===== src/rtl/exu_cfg_pkg.sv =====
// Execute unit configuration
// Widths, latencies and control encodings

package exu_cfg_pkg;

   localparam int XLEN       = 32;   // Data word
   localparam int REG_AW     = 5;    // GPR index
   localparam int PC_W       = 31;   // PC[31:1] with bit 0 implied
   localparam int DIV_CYCLES = 32;   // One quotient bit per step

   // Unit that owns an issued op
   localparam logic [1:0] UNIT_ALU = 2'd0;
   localparam logic [1:0] UNIT_MUL = 2'd1;
   localparam logic [1:0] UNIT_DIV = 2'd2;

   // Operand bypass select, zero or one-hot
   localparam logic [1:0] BYP_NONE = 2'b00;
   localparam logic [1:0] BYP_WB   = 2'b01;   // Own writeback value
   localparam logic [1:0] BYP_LSU  = 2'b10;   // Load result

   // Branch conditions
   localparam logic [1:0] COND_EQ = 2'd0;
   localparam logic [1:0] COND_NE = 2'd1;
   localparam logic [1:0] COND_LT = 2'd2;
   localparam logic [1:0] COND_GE = 2'd3;

   localparam int ALU_LAT = 2;   // Issue to o_wb
   localparam int MUL_LAT = 2;   // Issue to o_wb

endpackage

===== src/rtl/exu_types_pkg.sv =====
// Execute unit shared types

package exu_types_pkg;

   import exu_cfg_pkg::*;

   // ALU view of the control word
   typedef struct packed {
      logic       add;
      logic       sub;
      logic       land;
      logic       lor;
      logic       lxor;
      logic       slt;
      logic       unsign;       // Unsigned compare for slt and branches
      logic       branch;
      logic [1:0] cond;         // COND_* encoding
      logic       pred_taken;   // Predicted direction from fetch
   } alu_ctl_t;

   // Multiply/divide view, padded to the ALU width
   typedef struct packed {
      logic [5:0] rsvd;
      logic       low;          // Low product word
      logic       rs1_sign;
      logic       rs2_sign;
      logic       rem;          // Remainder instead of quotient
      logic       unsign;       // Unsigned divide
   } md_ctl_t;

   // Same bits, decoded by the unit field
   typedef union packed {
      alu_ctl_t alu;
      md_ctl_t  md;
   } op_u;

   typedef struct packed {
      logic              valid;
      logic [1:0]        unit;
      op_u               op;
      logic [REG_AW-1:0] rd;
      logic [PC_W-1:0]   pc;
      logic [XLEN-1:0]   imm;
      logic [11:0]       br_offset;   // Halfwords, sign extended
      logic [1:0]        rs1_byp;
      logic [1:0]        rs2_byp;
      logic              rs1_en;
      logic              rs2_en;
      logic              sel_pc;
      logic              sel_imm;
   } issue_t;

   typedef struct packed {
      logic [XLEN-1:0] a;
      logic [XLEN-1:0] b;
   } operands_t;

   typedef struct packed {
      logic              valid;
      logic [1:0]        unit;
      logic [REG_AW-1:0] rd;
      logic [XLEN-1:0]   data;
   } wb_t;

   typedef struct packed {
      logic            valid;
      logic [PC_W-1:0] path;
   } flush_t;

endpackage


===== src/rtl/exu_top.sv =====
// Integer execute unit top level

`timescale 1ns/1ps

module exu_top (
   input  logic                         clk,
   input  logic                         i_rst_n,
   input  exu_types_pkg::issue_t        i_issue,
   input  logic [exu_cfg_pkg::XLEN-1:0] i_gpr_rs1,
   input  logic [exu_cfg_pkg::XLEN-1:0] i_gpr_rs2,
   input  logic [exu_cfg_pkg::XLEN-1:0] i_lsu_result,
   input  exu_types_pkg::flush_t        i_flush_lower,
   output exu_types_pkg::wb_t           o_wb,
   output exu_types_pkg::flush_t        o_flush,
   output logic                         o_div_busy
);

   import exu_cfg_pkg::*;
   import exu_types_pkg::*;

   operands_t ops;
   flush_t    flush_br;
   wb_t       req_alu;
   wb_t       req_mul;
   wb_t       req_div;
   wb_t       req_x;
   logic      grant_div;
   logic      kill;

   assign kill    = i_flush_lower.valid;
   assign o_flush = i_flush_lower.valid ? i_flush_lower : flush_br;   // Trap flush is older
   assign req_x   = (req_alu.valid ? req_alu : '0) |
                    (req_mul.valid ? req_mul : '0);   // At most one valid per cycle

   exu_operand_sel u_sel (
      .i_issue      (i_issue),
      .i_gpr_rs1    (i_gpr_rs1),
      .i_gpr_rs2    (i_gpr_rs2),
      .i_wb_data    (o_wb.data),
      .i_lsu_result (i_lsu_result),
      .o_ops        (ops)
   );

   exu_alu u_alu (.clk, .i_rst_n, .i_issue, .i_ops(ops), .i_kill(kill),
                  .o_flush_br(flush_br), .o_req(req_alu));

   exu_mul u_mul (.clk, .i_rst_n, .i_issue, .i_ops(ops), .i_kill(kill), .o_req(req_mul));

   exu_div u_div (.clk, .i_rst_n, .i_issue, .i_ops(ops), .i_cancel(kill),
                  .i_grant(grant_div), .o_busy(o_div_busy), .o_req(req_div));

   exu_wb_arb u_arb (.i_req_x(req_x), .i_req_div(req_div), .o_wb, .o_grant_div(grant_div));

   a_x_excl: assert property (@(posedge clk) disable iff (!i_rst_n)
      !(req_alu.valid && req_mul.valid))
      else $error("exu_top: ALU and multiplier requests overlap");

   // X path results land on the port at fixed latency unless flushed in flight
   a_alu_lat: assert property (@(posedge clk) disable iff (!i_rst_n)
      (i_issue.valid && i_issue.unit == UNIT_ALU && !i_issue.op.alu.branch && !kill)
      |-> ##ALU_LAT ((o_wb.valid && o_wb.unit == UNIT_ALU) || $past(kill, ALU_LAT - 1)))
      else $error("exu_top: ALU result missed its writeback slot");

   a_mul_lat: assert property (@(posedge clk) disable iff (!i_rst_n)
      (i_issue.valid && i_issue.unit == UNIT_MUL && !kill)
      |-> ##MUL_LAT ((o_wb.valid && o_wb.unit == UNIT_MUL) || $past(kill, MUL_LAT - 1)))
      else $error("exu_top: multiply result missed its writeback slot");

endmodule


===== src/rtl/exu_wb_arb.sv =====
// GPR writeback port arbiter

`timescale 1ns/1ps

module exu_wb_arb (
   input  exu_types_pkg::wb_t i_req_x,
   input  exu_types_pkg::wb_t i_req_div,
   output exu_types_pkg::wb_t o_wb,
   output logic               o_grant_div
);

   // Fixed-latency X path always wins and the divider waits
   assign o_grant_div = i_req_div.valid && !i_req_x.valid;

   always_comb begin
      if (i_req_x.valid) begin
         o_wb = i_req_x;
      end else if (o_grant_div) begin
         o_wb = i_req_div;
      end else begin
         o_wb = '0;
      end
   end

endmodule


===== src/rtl/exu_div.sv =====
// Iterative restoring divider

`timescale 1ns/1ps

module exu_div (
   input  logic                     clk,
   input  logic                     i_rst_n,
   input  exu_types_pkg::issue_t    i_issue,
   input  exu_types_pkg::operands_t i_ops,
   input  logic                     i_cancel,
   input  logic                     i_grant,
   output logic                     o_busy,
   output exu_types_pkg::wb_t       o_req
);

   import exu_cfg_pkg::*;
   import exu_types_pkg::*;

   localparam int CNT_W = $clog2(DIV_CYCLES);

   md_ctl_t           md;
   logic              start;
   logic              a_neg;
   logic              b_neg;
   logic [XLEN-1:0]   a_mag;
   logic [XLEN-1:0]   b_mag;

   logic              running;
   logic              done;
   logic [CNT_W-1:0]  count;
   logic [XLEN-1:0]   quot;       // Dividend shifts out as quotient shifts in
   logic [XLEN-1:0]   rem;
   logic [XLEN-1:0]   dvsr;
   logic              neg_q;
   logic              neg_r;
   logic              rem_sel;
   logic [REG_AW-1:0] rd;

   logic [XLEN:0]     shifted;
   logic              ge;
   logic [XLEN:0]     diff;
   logic [XLEN-1:0]   result;

   assign md    = i_issue.op.md;
   assign start = i_issue.valid && (i_issue.unit == UNIT_DIV) && !i_cancel;
   assign a_neg = !md.unsign && i_ops.a[XLEN-1];
   assign b_neg = !md.unsign && i_ops.b[XLEN-1];
   assign a_mag = a_neg ? -i_ops.a : i_ops.a;
   assign b_mag = b_neg ? -i_ops.b : i_ops.b;

   // One restoring step
   assign shifted = {rem, quot[XLEN-1]};
   assign ge      = (shifted >= {1'b0, dvsr});
   assign diff    = shifted - {1'b0, dvsr};

   always_ff @(posedge clk or negedge i_rst_n) begin
      if (!i_rst_n) begin
         running <= 1'b0;
         done    <= 1'b0;
         count   <= '0;
      end else if (i_cancel) begin
         running <= 1'b0;
         done    <= 1'b0;
      end else if (start) begin
         running <= 1'b1;
         done    <= 1'b0;
         count   <= CNT_W'(DIV_CYCLES - 1);
      end else if (running) begin
         count <= count - 1'b1;
         if (count == '0) begin
            running <= 1'b0;
            done    <= 1'b1;
         end
      end else if (done && i_grant) begin
         done <= 1'b0;   // Result taken by the WB port
      end
   end

   always_ff @(posedge clk) begin
      if (start) begin
         quot    <= a_mag;
         rem     <= '0;
         dvsr    <= b_mag;
         neg_q   <= (a_neg ^ b_neg) && (i_ops.b != '0);   // x/0 stays all ones
         neg_r   <= a_neg;
         rem_sel <= md.rem;
         rd      <= i_issue.rd;
      end else if (running) begin
         quot <= {quot[XLEN-2:0], ge};
         rem  <= ge ? diff[XLEN-1:0] : shifted[XLEN-1:0];
      end
   end

   // MIN/-1 comes out as MIN with remainder 0 from the magnitudes alone
   always_comb begin
      if (rem_sel) begin
         result = neg_r ? -rem : rem;
      end else begin
         result = neg_q ? -quot : quot;
      end
   end

   assign o_busy      = running || done;
   assign o_req.valid = done;
   assign o_req.unit  = UNIT_DIV;
   assign o_req.rd    = rd;
   assign o_req.data  = result;

   // Issuer waits until the previous result has left the port
   a_no_issue_busy: assert property (@(posedge clk) disable iff (!i_rst_n)
      (i_issue.valid && i_issue.unit == UNIT_DIV) |-> !o_busy)
      else $error("exu_div: divide issued while busy");

endmodule


===== src/rtl/exu_mul.sv =====
// Two-stage pipelined multiplier

`timescale 1ns/1ps

module exu_mul (
   input  logic                     clk,
   input  logic                     i_rst_n,
   input  exu_types_pkg::issue_t    i_issue,
   input  exu_types_pkg::operands_t i_ops,
   input  logic                     i_kill,
   output exu_types_pkg::wb_t       o_req
);

   import exu_cfg_pkg::*;
   import exu_types_pkg::*;

   md_ctl_t                  md;
   logic                     s1_load;
   logic signed [XLEN:0]     a_ext;
   logic signed [XLEN:0]     b_ext;
   logic signed [2*XLEN+1:0] prod;

   logic                     s1_valid;
   logic                     s1_low;
   logic [REG_AW-1:0]        s1_rd;
   logic [2*XLEN-1:0]        s1_prod;

   logic                     s2_valid;
   logic [REG_AW-1:0]        s2_rd;
   logic [XLEN-1:0]          s2_data;

   assign md      = i_issue.op.md;
   assign s1_load = i_issue.valid && (i_issue.unit == UNIT_MUL) && !i_kill;

   // 33-bit operands cover MULH, MULHSU and MULHU in one signed multiply
   assign a_ext = {md.rs1_sign & i_ops.a[XLEN-1], i_ops.a};
   assign b_ext = {md.rs2_sign & i_ops.b[XLEN-1], i_ops.b};
   assign prod  = a_ext * b_ext;

   always_ff @(posedge clk or negedge i_rst_n) begin
      if (!i_rst_n) begin
         s1_valid <= 1'b0;
         s2_valid <= 1'b0;
      end else begin
         s1_valid <= s1_load;
         s2_valid <= s1_valid && !i_kill;
      end
   end

   always_ff @(posedge clk) begin
      if (s1_load) begin
         s1_low  <= md.low;
         s1_rd   <= i_issue.rd;
         s1_prod <= prod[2*XLEN-1:0];
      end
      if (s1_valid) begin
         s2_rd   <= s1_rd;
         s2_data <= s1_low ? s1_prod[XLEN-1:0] : s1_prod[2*XLEN-1:XLEN];
      end
   end

   assign o_req.valid = s2_valid;
   assign o_req.unit  = UNIT_MUL;
   assign o_req.rd    = s2_rd;
   assign o_req.data  = s2_data;

endmodule


===== src/rtl/exu_alu.sv =====
// X-stage ALU and branch resolution

`timescale 1ns/1ps

module exu_alu (
   input  logic                     clk,
   input  logic                     i_rst_n,
   input  exu_types_pkg::issue_t    i_issue,
   input  exu_types_pkg::operands_t i_ops,
   input  logic                     i_kill,
   output exu_types_pkg::flush_t    o_flush_br,
   output exu_types_pkg::wb_t       o_req
);

   import exu_cfg_pkg::*;
   import exu_types_pkg::*;

   logic              x_load;
   logic              x_valid;
   alu_ctl_t          x_ctl;
   logic [REG_AW-1:0] x_rd;
   logic [PC_W-1:0]   x_pc;
   logic [11:0]       x_br_offset;
   operands_t         x_ops;

   logic [XLEN-1:0]   result;
   logic              eq;
   logic              lt;
   logic              taken;

   logic              wb_valid;
   logic [REG_AW-1:0] wb_rd;
   logic [XLEN-1:0]   wb_data;

   assign x_load = i_issue.valid && (i_issue.unit == UNIT_ALU) && !i_kill;

   always_ff @(posedge clk or negedge i_rst_n) begin
      if (!i_rst_n) begin
         x_valid  <= 1'b0;
         wb_valid <= 1'b0;
      end else begin
         x_valid  <= x_load;
         wb_valid <= x_valid && !x_ctl.branch && !i_kill;   // Branches never write back
      end
   end

   always_ff @(posedge clk) begin
      if (x_load) begin
         x_ctl       <= i_issue.op.alu;
         x_rd        <= i_issue.rd;
         x_pc        <= i_issue.pc;
         x_br_offset <= i_issue.br_offset;
         x_ops       <= i_ops;
      end
      if (x_valid) begin
         wb_rd   <= x_rd;
         wb_data <= result;
      end
   end

   always_comb begin
      eq = (x_ops.a == x_ops.b);
      if (x_ctl.unsign) begin
         lt = (x_ops.a < x_ops.b);
      end else begin
         lt = ($signed(x_ops.a) < $signed(x_ops.b));
      end

      result = ({XLEN{x_ctl.add}}  & (x_ops.a + x_ops.b)) |
               ({XLEN{x_ctl.sub}}  & (x_ops.a - x_ops.b)) |
               ({XLEN{x_ctl.land}} & (x_ops.a & x_ops.b)) |
               ({XLEN{x_ctl.lor}}  & (x_ops.a | x_ops.b)) |
               ({XLEN{x_ctl.lxor}} & (x_ops.a ^ x_ops.b)) |
               ({XLEN{x_ctl.slt}}  & XLEN'(lt));

      taken = 1'b0;
      case (x_ctl.cond)
         COND_EQ: taken = eq;
         COND_NE: taken = !eq;
         COND_LT: taken = lt;
         COND_GE: taken = !lt;
      endcase
   end

   // Redirect to the side the predictor did not pick
   assign o_flush_br.valid = x_valid && x_ctl.branch && (taken != x_ctl.pred_taken);
   assign o_flush_br.path  = taken ? (x_pc + {{(PC_W-12){x_br_offset[11]}}, x_br_offset})
                                   : (x_pc + PC_W'(2));   // PC+4 in halfwords

   assign o_req.valid = wb_valid;
   assign o_req.unit  = UNIT_ALU;
   assign o_req.rd    = wb_rd;
   assign o_req.data  = wb_data;

endmodule


===== src/rtl/exu_operand_sel.sv =====
// Operand source selection

`timescale 1ns/1ps

module exu_operand_sel (
   input  exu_types_pkg::issue_t        i_issue,
   input  logic [exu_cfg_pkg::XLEN-1:0] i_gpr_rs1,
   input  logic [exu_cfg_pkg::XLEN-1:0] i_gpr_rs2,
   input  logic [exu_cfg_pkg::XLEN-1:0] i_wb_data,
   input  logic [exu_cfg_pkg::XLEN-1:0] i_lsu_result,
   output exu_types_pkg::operands_t     o_ops
);

   import exu_cfg_pkg::*;

   logic            rs1_byp_en;
   logic            rs2_byp_en;
   logic [XLEN-1:0] rs1_byp_data;
   logic [XLEN-1:0] rs2_byp_data;

   assign rs1_byp_en   = (i_issue.rs1_byp != BYP_NONE);
   assign rs2_byp_en   = (i_issue.rs2_byp != BYP_NONE);

   assign rs1_byp_data = ({XLEN{i_issue.rs1_byp == BYP_WB}}  & i_wb_data) |
                         ({XLEN{i_issue.rs1_byp == BYP_LSU}} & i_lsu_result);
   assign rs2_byp_data = ({XLEN{i_issue.rs2_byp == BYP_WB}}  & i_wb_data) |
                         ({XLEN{i_issue.rs2_byp == BYP_LSU}} & i_lsu_result);

   always_comb begin
      if (rs1_byp_en) begin
         o_ops.a = rs1_byp_data;
      end else if (i_issue.sel_pc) begin
         o_ops.a = {i_issue.pc, 1'b0};   // JAL and AUIPC
      end else if (i_issue.rs1_en) begin
         o_ops.a = i_gpr_rs1;
      end else begin
         o_ops.a = '0;
      end

      if (rs2_byp_en) begin
         o_ops.b = rs2_byp_data;
      end else if (i_issue.sel_imm) begin
         o_ops.b = i_issue.imm;
      end else if (i_issue.rs2_en) begin
         o_ops.b = i_gpr_rs2;
      end else begin
         o_ops.b = '0;
      end
   end

   // Decode picks at most one bypass source per operand
   always_comb begin
      if (i_issue.valid) begin
         assert (i_issue.rs1_byp inside {BYP_NONE, BYP_WB, BYP_LSU} &&
                 i_issue.rs2_byp inside {BYP_NONE, BYP_WB, BYP_LSU})
            else $error("exu_operand_sel: bypass select is not one-hot");
      end
   end

endmodule


===== config.mk =====
export PLATFORM = sky130hd
export DESIGN_NAME = exu_top
export DESIGN_NICKNAME = d
export VERILOG_FILES = /design/src/rtl/exu_cfg_pkg.sv /design/src/rtl/exu_types_pkg.sv /design/src/rtl/exu_top.sv /design/src/rtl/exu_wb_arb.sv /design/src/rtl/exu_div.sv /design/src/rtl/exu_mul.sv /design/src/rtl/exu_alu.sv /design/src/rtl/exu_operand_sel.sv
export SDC_FILE = /design/constraint.sdc
export NUM_CORES = 2
export LEC_CHECK = 0
export BUFFER_PORTS_ARGS = -buffer_cell sky130_fd_sc_hd__buf_4
export CAP_MARGIN = 40
export CORE_UTILIZATION = 30
export CTS_CLUSTER_DIAMETER = 50
export DETAILED_ROUTE_END_ITERATION = 8
export GPL_TIMING_DRIVEN = 0
export PLACE_DENSITY = 0.44
export SKIP_LAST_GASP = 1
export SYNTH_ARGS = -nofsm -noshare
export SYNTH_HDL_FRONTEND = slang
export SYNTH_HIERARCHICAL = 1
export SYNTH_SLANG_ARGS = --single-unit

===== constraint.sdc =====
create_clock -name clk -period 11.9 [get_ports clk]
set_input_delay 1.785 -clock clk [delete_from_list [all_inputs] [get_ports clk]]
set_output_delay 1.785 -clock clk [all_outputs]
set_load 0.03 [all_outputs]

# After elaboration in Yosys (flattened, before gate mapping)
# Index checks and enable logic that the tools add are counted.
# W data, S select, Z words.
[word_totals] register_bits=382 latchBits=0 ram_bits=0 mem_bits_ro=0 in_bits=232 out_inout_bits=73 elab_cells=154 memories=0
[op_classes] addsub=10 multipliers=1 div=0 order_cmp=3 n_eq_ne=12 shifts=0 muxes=34 n_bitwise=25 reduce_logical=33
[op_table] op="$mux W32" n=16
[op_table] op="$and A32 B32 Y32" n=10
[op_table] op="$or A32 B32 Y32" n=8
[op_table] op="$mux W40" n=4
[op_table] op="$neg A32 Y32" n=4
[op_table] op="$lt A32 B32 Y1" n=2
[op_table] op="$mul A33 B33 Y64" n=1
[op_table] op="$sub A32 B32 Y32" n=2
[op_table] op="$or A40 B40 Y40" n=1
[op_table] op="$ge A33 B32 Y1" n=1
[op_table] op="$add A32 B32 Y32" n=1
[op_table] op="$and A32 B1 Y32" n=1
[op_table] op="$eq A32 B32 Y1" n=1
[op_table] op="$reduce_bool A32 Y1" n=1
[op_table] op="$xor A32 B32 Y32" n=1
[op_table] op="$add A31 B2 Y31 const B" n=1
[op_table] op="$add A31 B31 Y31" n=1
[op_table] op="$mux W31" n=1
[op_table] op="$logic_and A1 B1 Y1" n=16
[op_table] op="$eq A2 B2 Y1 const B" n=5
[op_table] op="$mux W1" n=10
[op_table] op="$mux W5" n=2
[op_table] op="$eq A2 B1 Y1 const B" n=4
[op_table] op="$logic_not A1 Y1" n=6
[op_table] op="other kinds (13)" n=18

# Logic depth before layout (Yosys ltp)
[logic_depth] ltp_word=12 ltp_mapped=43 depth_no_buf=41

# Cells and area by module
# Netlist, hierarchy kept.
[modules_own_cells] mod="exu_mul" instances=1 cells_each=4294 area_per_inst_um2=41463.5 seq_area_each_um2=3263.1
[modules_own_cells] mod="exu_alu" instances=1 cells_each=1367 area_per_inst_um2=12697.2 seq_area_each_um2=4854.7
[modules_own_cells] mod="exu_div" instances=1 cells_each=1109 area_per_inst_um2=9205.1 seq_area_each_um2=2977.9
[modules_own_cells] mod="exu_operand_sel" instances=1 cells_each=271 area_per_inst_um2=1749.2 seq_area_each_um2=0.0
[modules_own_cells] mod="exu_top" instances=1 cells_each=84 area_per_inst_um2=923.4 seq_area_each_um2=0.0
[modules_own_cells] mod="exu_wb_arb" instances=1 cells_each=50 area_per_inst_um2=437.9 seq_area_each_um2=0.0

# Worst setup path before layout
# No wires, ideal clock.
[synth_path] kind="input -> register" startpoint="input port i_issue[99] (netlist bit)" endpoint="register u_alu.x_valid" setup_time_ns=1.402 t_arrival_ns=14.618 t_required_ns=10.498 path_slack_ns=-4.120 path_stages=1 n_path_buf=0 path_cell_list="nor4b_1"
[synth_between] elab_chain_cells=3
[synth_rtl] item="start, declared" line="exu_top.sv:8" text="input exu_types_pkg::issue_t i_issue,"
[synth_rtl] item="$logic_not A2 Y1" line="exu_alu.sv:35" text="assign x_load = i_issue.valid && (i_issue.unit == UNIT_ALU) && !i_kill;"
[synth_rtl] item="$logic_and A1 B1 Y1 (2 in series)" line="exu_alu.sv:35"
[synth_rtl] item="end signal, assigned" line="exu_alu.sv:42" text="x_valid <= x_load;"
[synth_rtl] item="end, declared" line="exu_alu.sv:19" text="logic x_valid;"
# No other way between the ends.
# A chain may end at the register's enable or synchronous reset.

==> metrics.cfg <==
[critical_path]
arrival_ns=12.21
critPathSlowestCell=fa_2
rr_worst_depth=42
start_kind=flop
slowest_delay_ns=0.67
r2r_slack_ns=0.08
path_class=flop to flop
path_max_fanout=6
crit_top_cell=fa_2
reg2reg_from=u_div/rem[9]
r2r_end=u_mul/s1_prod[61]
end_kind=flop
worstPathRequired_ns=12.29

[placed_design]
place.gp.congestion=0.964
portBuffers=300
place_area_mm2=0.0763
place_ws_ns=-1.89
hpwl_um=276000

[finish]
regArea_mm2=0.0111
fillers=22745
syn2layout_area_growth_pct=19.8
drive_gt1_share_pct=15.2
multi_input_area_mm2=0.0502
finalNetCount=9571
final_area_mm2=0.0797

[status]
status=completed

[synth]
syn-cell-area_mm2=0.0665
synth-seq-area-share_pct=16.7
synthMuxAreaShare_pct=1.60
synth-seq-cells=382
synth_cells=7175
ys_types=124
ys.flop_type=edfxtp_1
synth_top_family_by_area=adder cells
synth_xor_area_share_pct=3.64
synth_edf_count=339
syn_area_per_cell_um2=9.26
synth_simple_gate_area_share_pct=14.7
async_flop_share_pct=2.88
synthAdderAreaFrac_pct=41.2
ys.warnings.count=6
synth_compound_area_share_pct=12.2

[routing]
ant_nets=0
first_iter_violations=4950
drc=0
routed-via-count=56589
routed_via_density=5.22
wl_per_cell_um=29.7
firstDrtPassIters=8
drt_wl_total_um=322000

[cts]
cts.htree.levels=2
cts.sinks=382
cts_buffer_depth=3
cts_tree=done
clock_latency_ns=0.64
cts.clk_slew.worst_paths_ns=0.06
hold_buffers=0
cts_made_buffers=48
cts_root_buf=clkbuf_16

[sta]
period_minus_slack_ns=11.82
clock.fmax_ghz=0.0846
setup_viol=0
fin_crit_sh_pct=99.3
grt_setup_unrepaired=true
tightest_slew_ns=1.01
fin_tns_setup_ns=0
hold_violations=0
worst_hold_slack_ns=0.420
relSlewSlack_pct=31.9
final.setup.worst_slack_ns=0.0838
clock_skew_ns=0.0266
final-max-slew-violation-count=0

[power]
leakagePower_nw=35.7
cellPowerDensity_mw_per_mm2=268
ir_worst_vdd_v=0.000613

[die]
rows=172
initial_core_util_pct=30.2
core_area_mm2=0.220
die_x_um=473
die_y_um=473
die_area_mm2=0.223
io_pins=305

[worst_hold_path]
min_delay_worst_endpoint=u_alu/wb_rd[2]
hp-start=u_alu/x_rd[2]
worstHoldPathCells=0
hp-class=flop to flop

[global_route]
grt_pass1_vias=58778
grt_pass1_wl_um=449000
grtUsageTotal_pct=28.6
antenna_found_initial=49
grt_overflow=0
grt_start_max_net_pins=50

[flow_run]
cap_violations=0

-- flip-flops by register name, indices dropped and copies added (netlist names), 5 cells and up --
register / cells
u_alu/x_ops: 64
u_mul/s1_prod: 64
u_alu/wb_data: 32
u_div/dvsr: 32
u_div/quot: 32
u_div/rem: 32
u_mul/s2_data: 32
u_alu/x_pc: 31
u_alu/x_br_offset: 12
u_alu/x_ctl: 11
u_alu/wb_rd: 5
u_alu/x_rd: 5
u_div/count: 5
u_div/rd: 5
u_mul/s1_rd: 5
u_mul/s2_rd: 5
-- where the power goes --
part / leakage (nW) / internal (mW) / switching, mW
combinational: 31.4 / 6.09 / 11.6
sequential: 3.50 / 2.03 / 0.212
clock: 0.738 / 0.775 / 0.654
total: 35.7 / 8.89 / 12.5
-- final cells by class --
cell class / count / area share [%]
Inverter: 1289 / 6.10
Sequential cell: 382 / 13.9
Multi-Input combinational cell: 5114 / 63.1
Clock buffer: 58 / 1.59
Clock inverter: 28 / 0.272
Tap cell: 2958 / 4.65
Antenna cell: 17 / 0.0534
Buffer: 372 / 2.23
Timing Repair Buffer: 621 / 8.09
-- layout by cell type, fill, tap and decap left out, types with 82 or more instances in the layout --
master,count
inv_1,1275
fa_1,1110
nand2_1,979
buf_4,405
and2_1,370
ha_1,370
edfxtp_1,339
a21oi_1,245
nor2_1,239
clkbuf_1,229
o21ai_0,222
xnor2_1,156
buf_8,119
xor2_1,104
buf_6,82
nand3_1,82
-- kinds of logic after synthesis --
kind of cell | after synthesis
AO/OA/AOI/OAI | 1191
XOR/XNOR | 276
adder cells (fa/ha/maj) | 1511
buffers and inverters | 1680
flip-flops | 382
multiplexers | 87
other | 5
AND/OR/NAND/NOR | 2043
-- synth_stat cells (all sizes together) (18+ instances only) --
| master | n | area (um^2) |
|---|---|---|
| and3 | 48 | 300 |
| nor4 | 18 | 131 |
| o31ai | 65 | 517 |
| nand2b | 50 | 335 |
| mux2 | 67 | 863 |
| clkbuf | 310 | 1160 |
| a22oi | 78 | 586 |
| o41ai | 19 | 230 |
| a22o | 80 | 701 |
| nand4 | 32 | 206 |
| nor3 | 42 | 231 |
| xnor2 | 164 | 1440 |
| nor2 | 242 | 908 |
| a21oi | 265 | 1350 |
| nand2 | 984 | 3700 |
| o211ai | 33 | 277 |
| nor2b | 73 | 467 |
| o21ai | 273 | 1370 |
| o21a | 25 | 188 |
| or3 | 20 | 135 |
| ha | 382 | 4780 |
| inv | 1287 | 4830 |
| dfxtp | 32 | 641 |
| a21o | 72 | 541 |
| and2 | 372 | 2330 |
| o21bai | 24 | 195 |
| a211oi | 34 | 265 |
| xor2 | 112 | 981 |
| a31oi | 48 | 315 |
| nand3 | 85 | 443 |
| edfxtp | 339 | 10200 |
| or4 | 21 | 176 |
| a221oi | 38 | 339 |
| or2 | 27 | 169 |
| buf | 81 | 552 |
| mux2i | 20 | 200 |
| fa | 1129 | 22600 |
-- timing repair --
| item | in CTS | in global routing |
|---|---|---|
| pin swaps | 55 | 58 |
| setup endpoints to repair | 26 | 26 |
| endpoints found under the hold margin | 0 | 0 |
| resized for setup | 165 | 152 |
| buffers inserted | 64 | 26 |
| gates cloned | 1 | 1 |
-- per-layer routing --
layer / GRT usage, % / wire length [um] / share of wire, % / vias up
met4: 16.8 / 22000 / 6.8 / 8
met2: 46.5 / 149000 / 46 / 2547
met3: 3.78 / 21900 / 6.8 / 553
li1: - / - / - / 24300
met1: 36.2 / 130000 / 40 / 29181
met5: 0 / 53 / 0.016 / -
-- worst max-delay path: cells and delay by family (launching register included) --
kind	cells	cell delay, ns
adders and majority gates	9	4.85
and+or+nand+nor	9	1.92
AOI/OAI and AO/OA	10	1.89
buffers and inverters	11	1.64
xor gates and xnor gates	2	0.64
DFF	1	0.42
muxes	1	0.15
-- worst max-delay path by stage --
stage,start,to,slack [ns],cells after the start
CTS,u_div/rem[4],u_mul/s1_prod[63],-0.03,43
global route,u_div/quot[13],u_mul/s1_prod[61],-0.06,40
finish,u_div/rem[9],u_mul/s1_prod[61],0.08,42
global placement,i_issue[0],u_mul/s1_prod[56],-6.92,30
detailed placement,u_div/rem[2],u_mul/s1_prod[63],-1.89,43
floorplan,u_div/quot[13],u_mul/s1_prod[62],0.73,37
-- through the flow --
step | utilization, % | total power [mW] | cells
2_1_floorplan | - | 10.6 | 7176
3_3_place_gp | 32.9 | 17.9 | 10434
3_5_place_dp | 34.7 | 18.4 | 10664
4_1_cts | 35.9 | 20.8 | 10804
5_1_grt | 36.2 | 22.7 | 10826
6_report | 36.2 | 21.4 | 10839
Note: power is estimated with default switching activity, not from simulation.
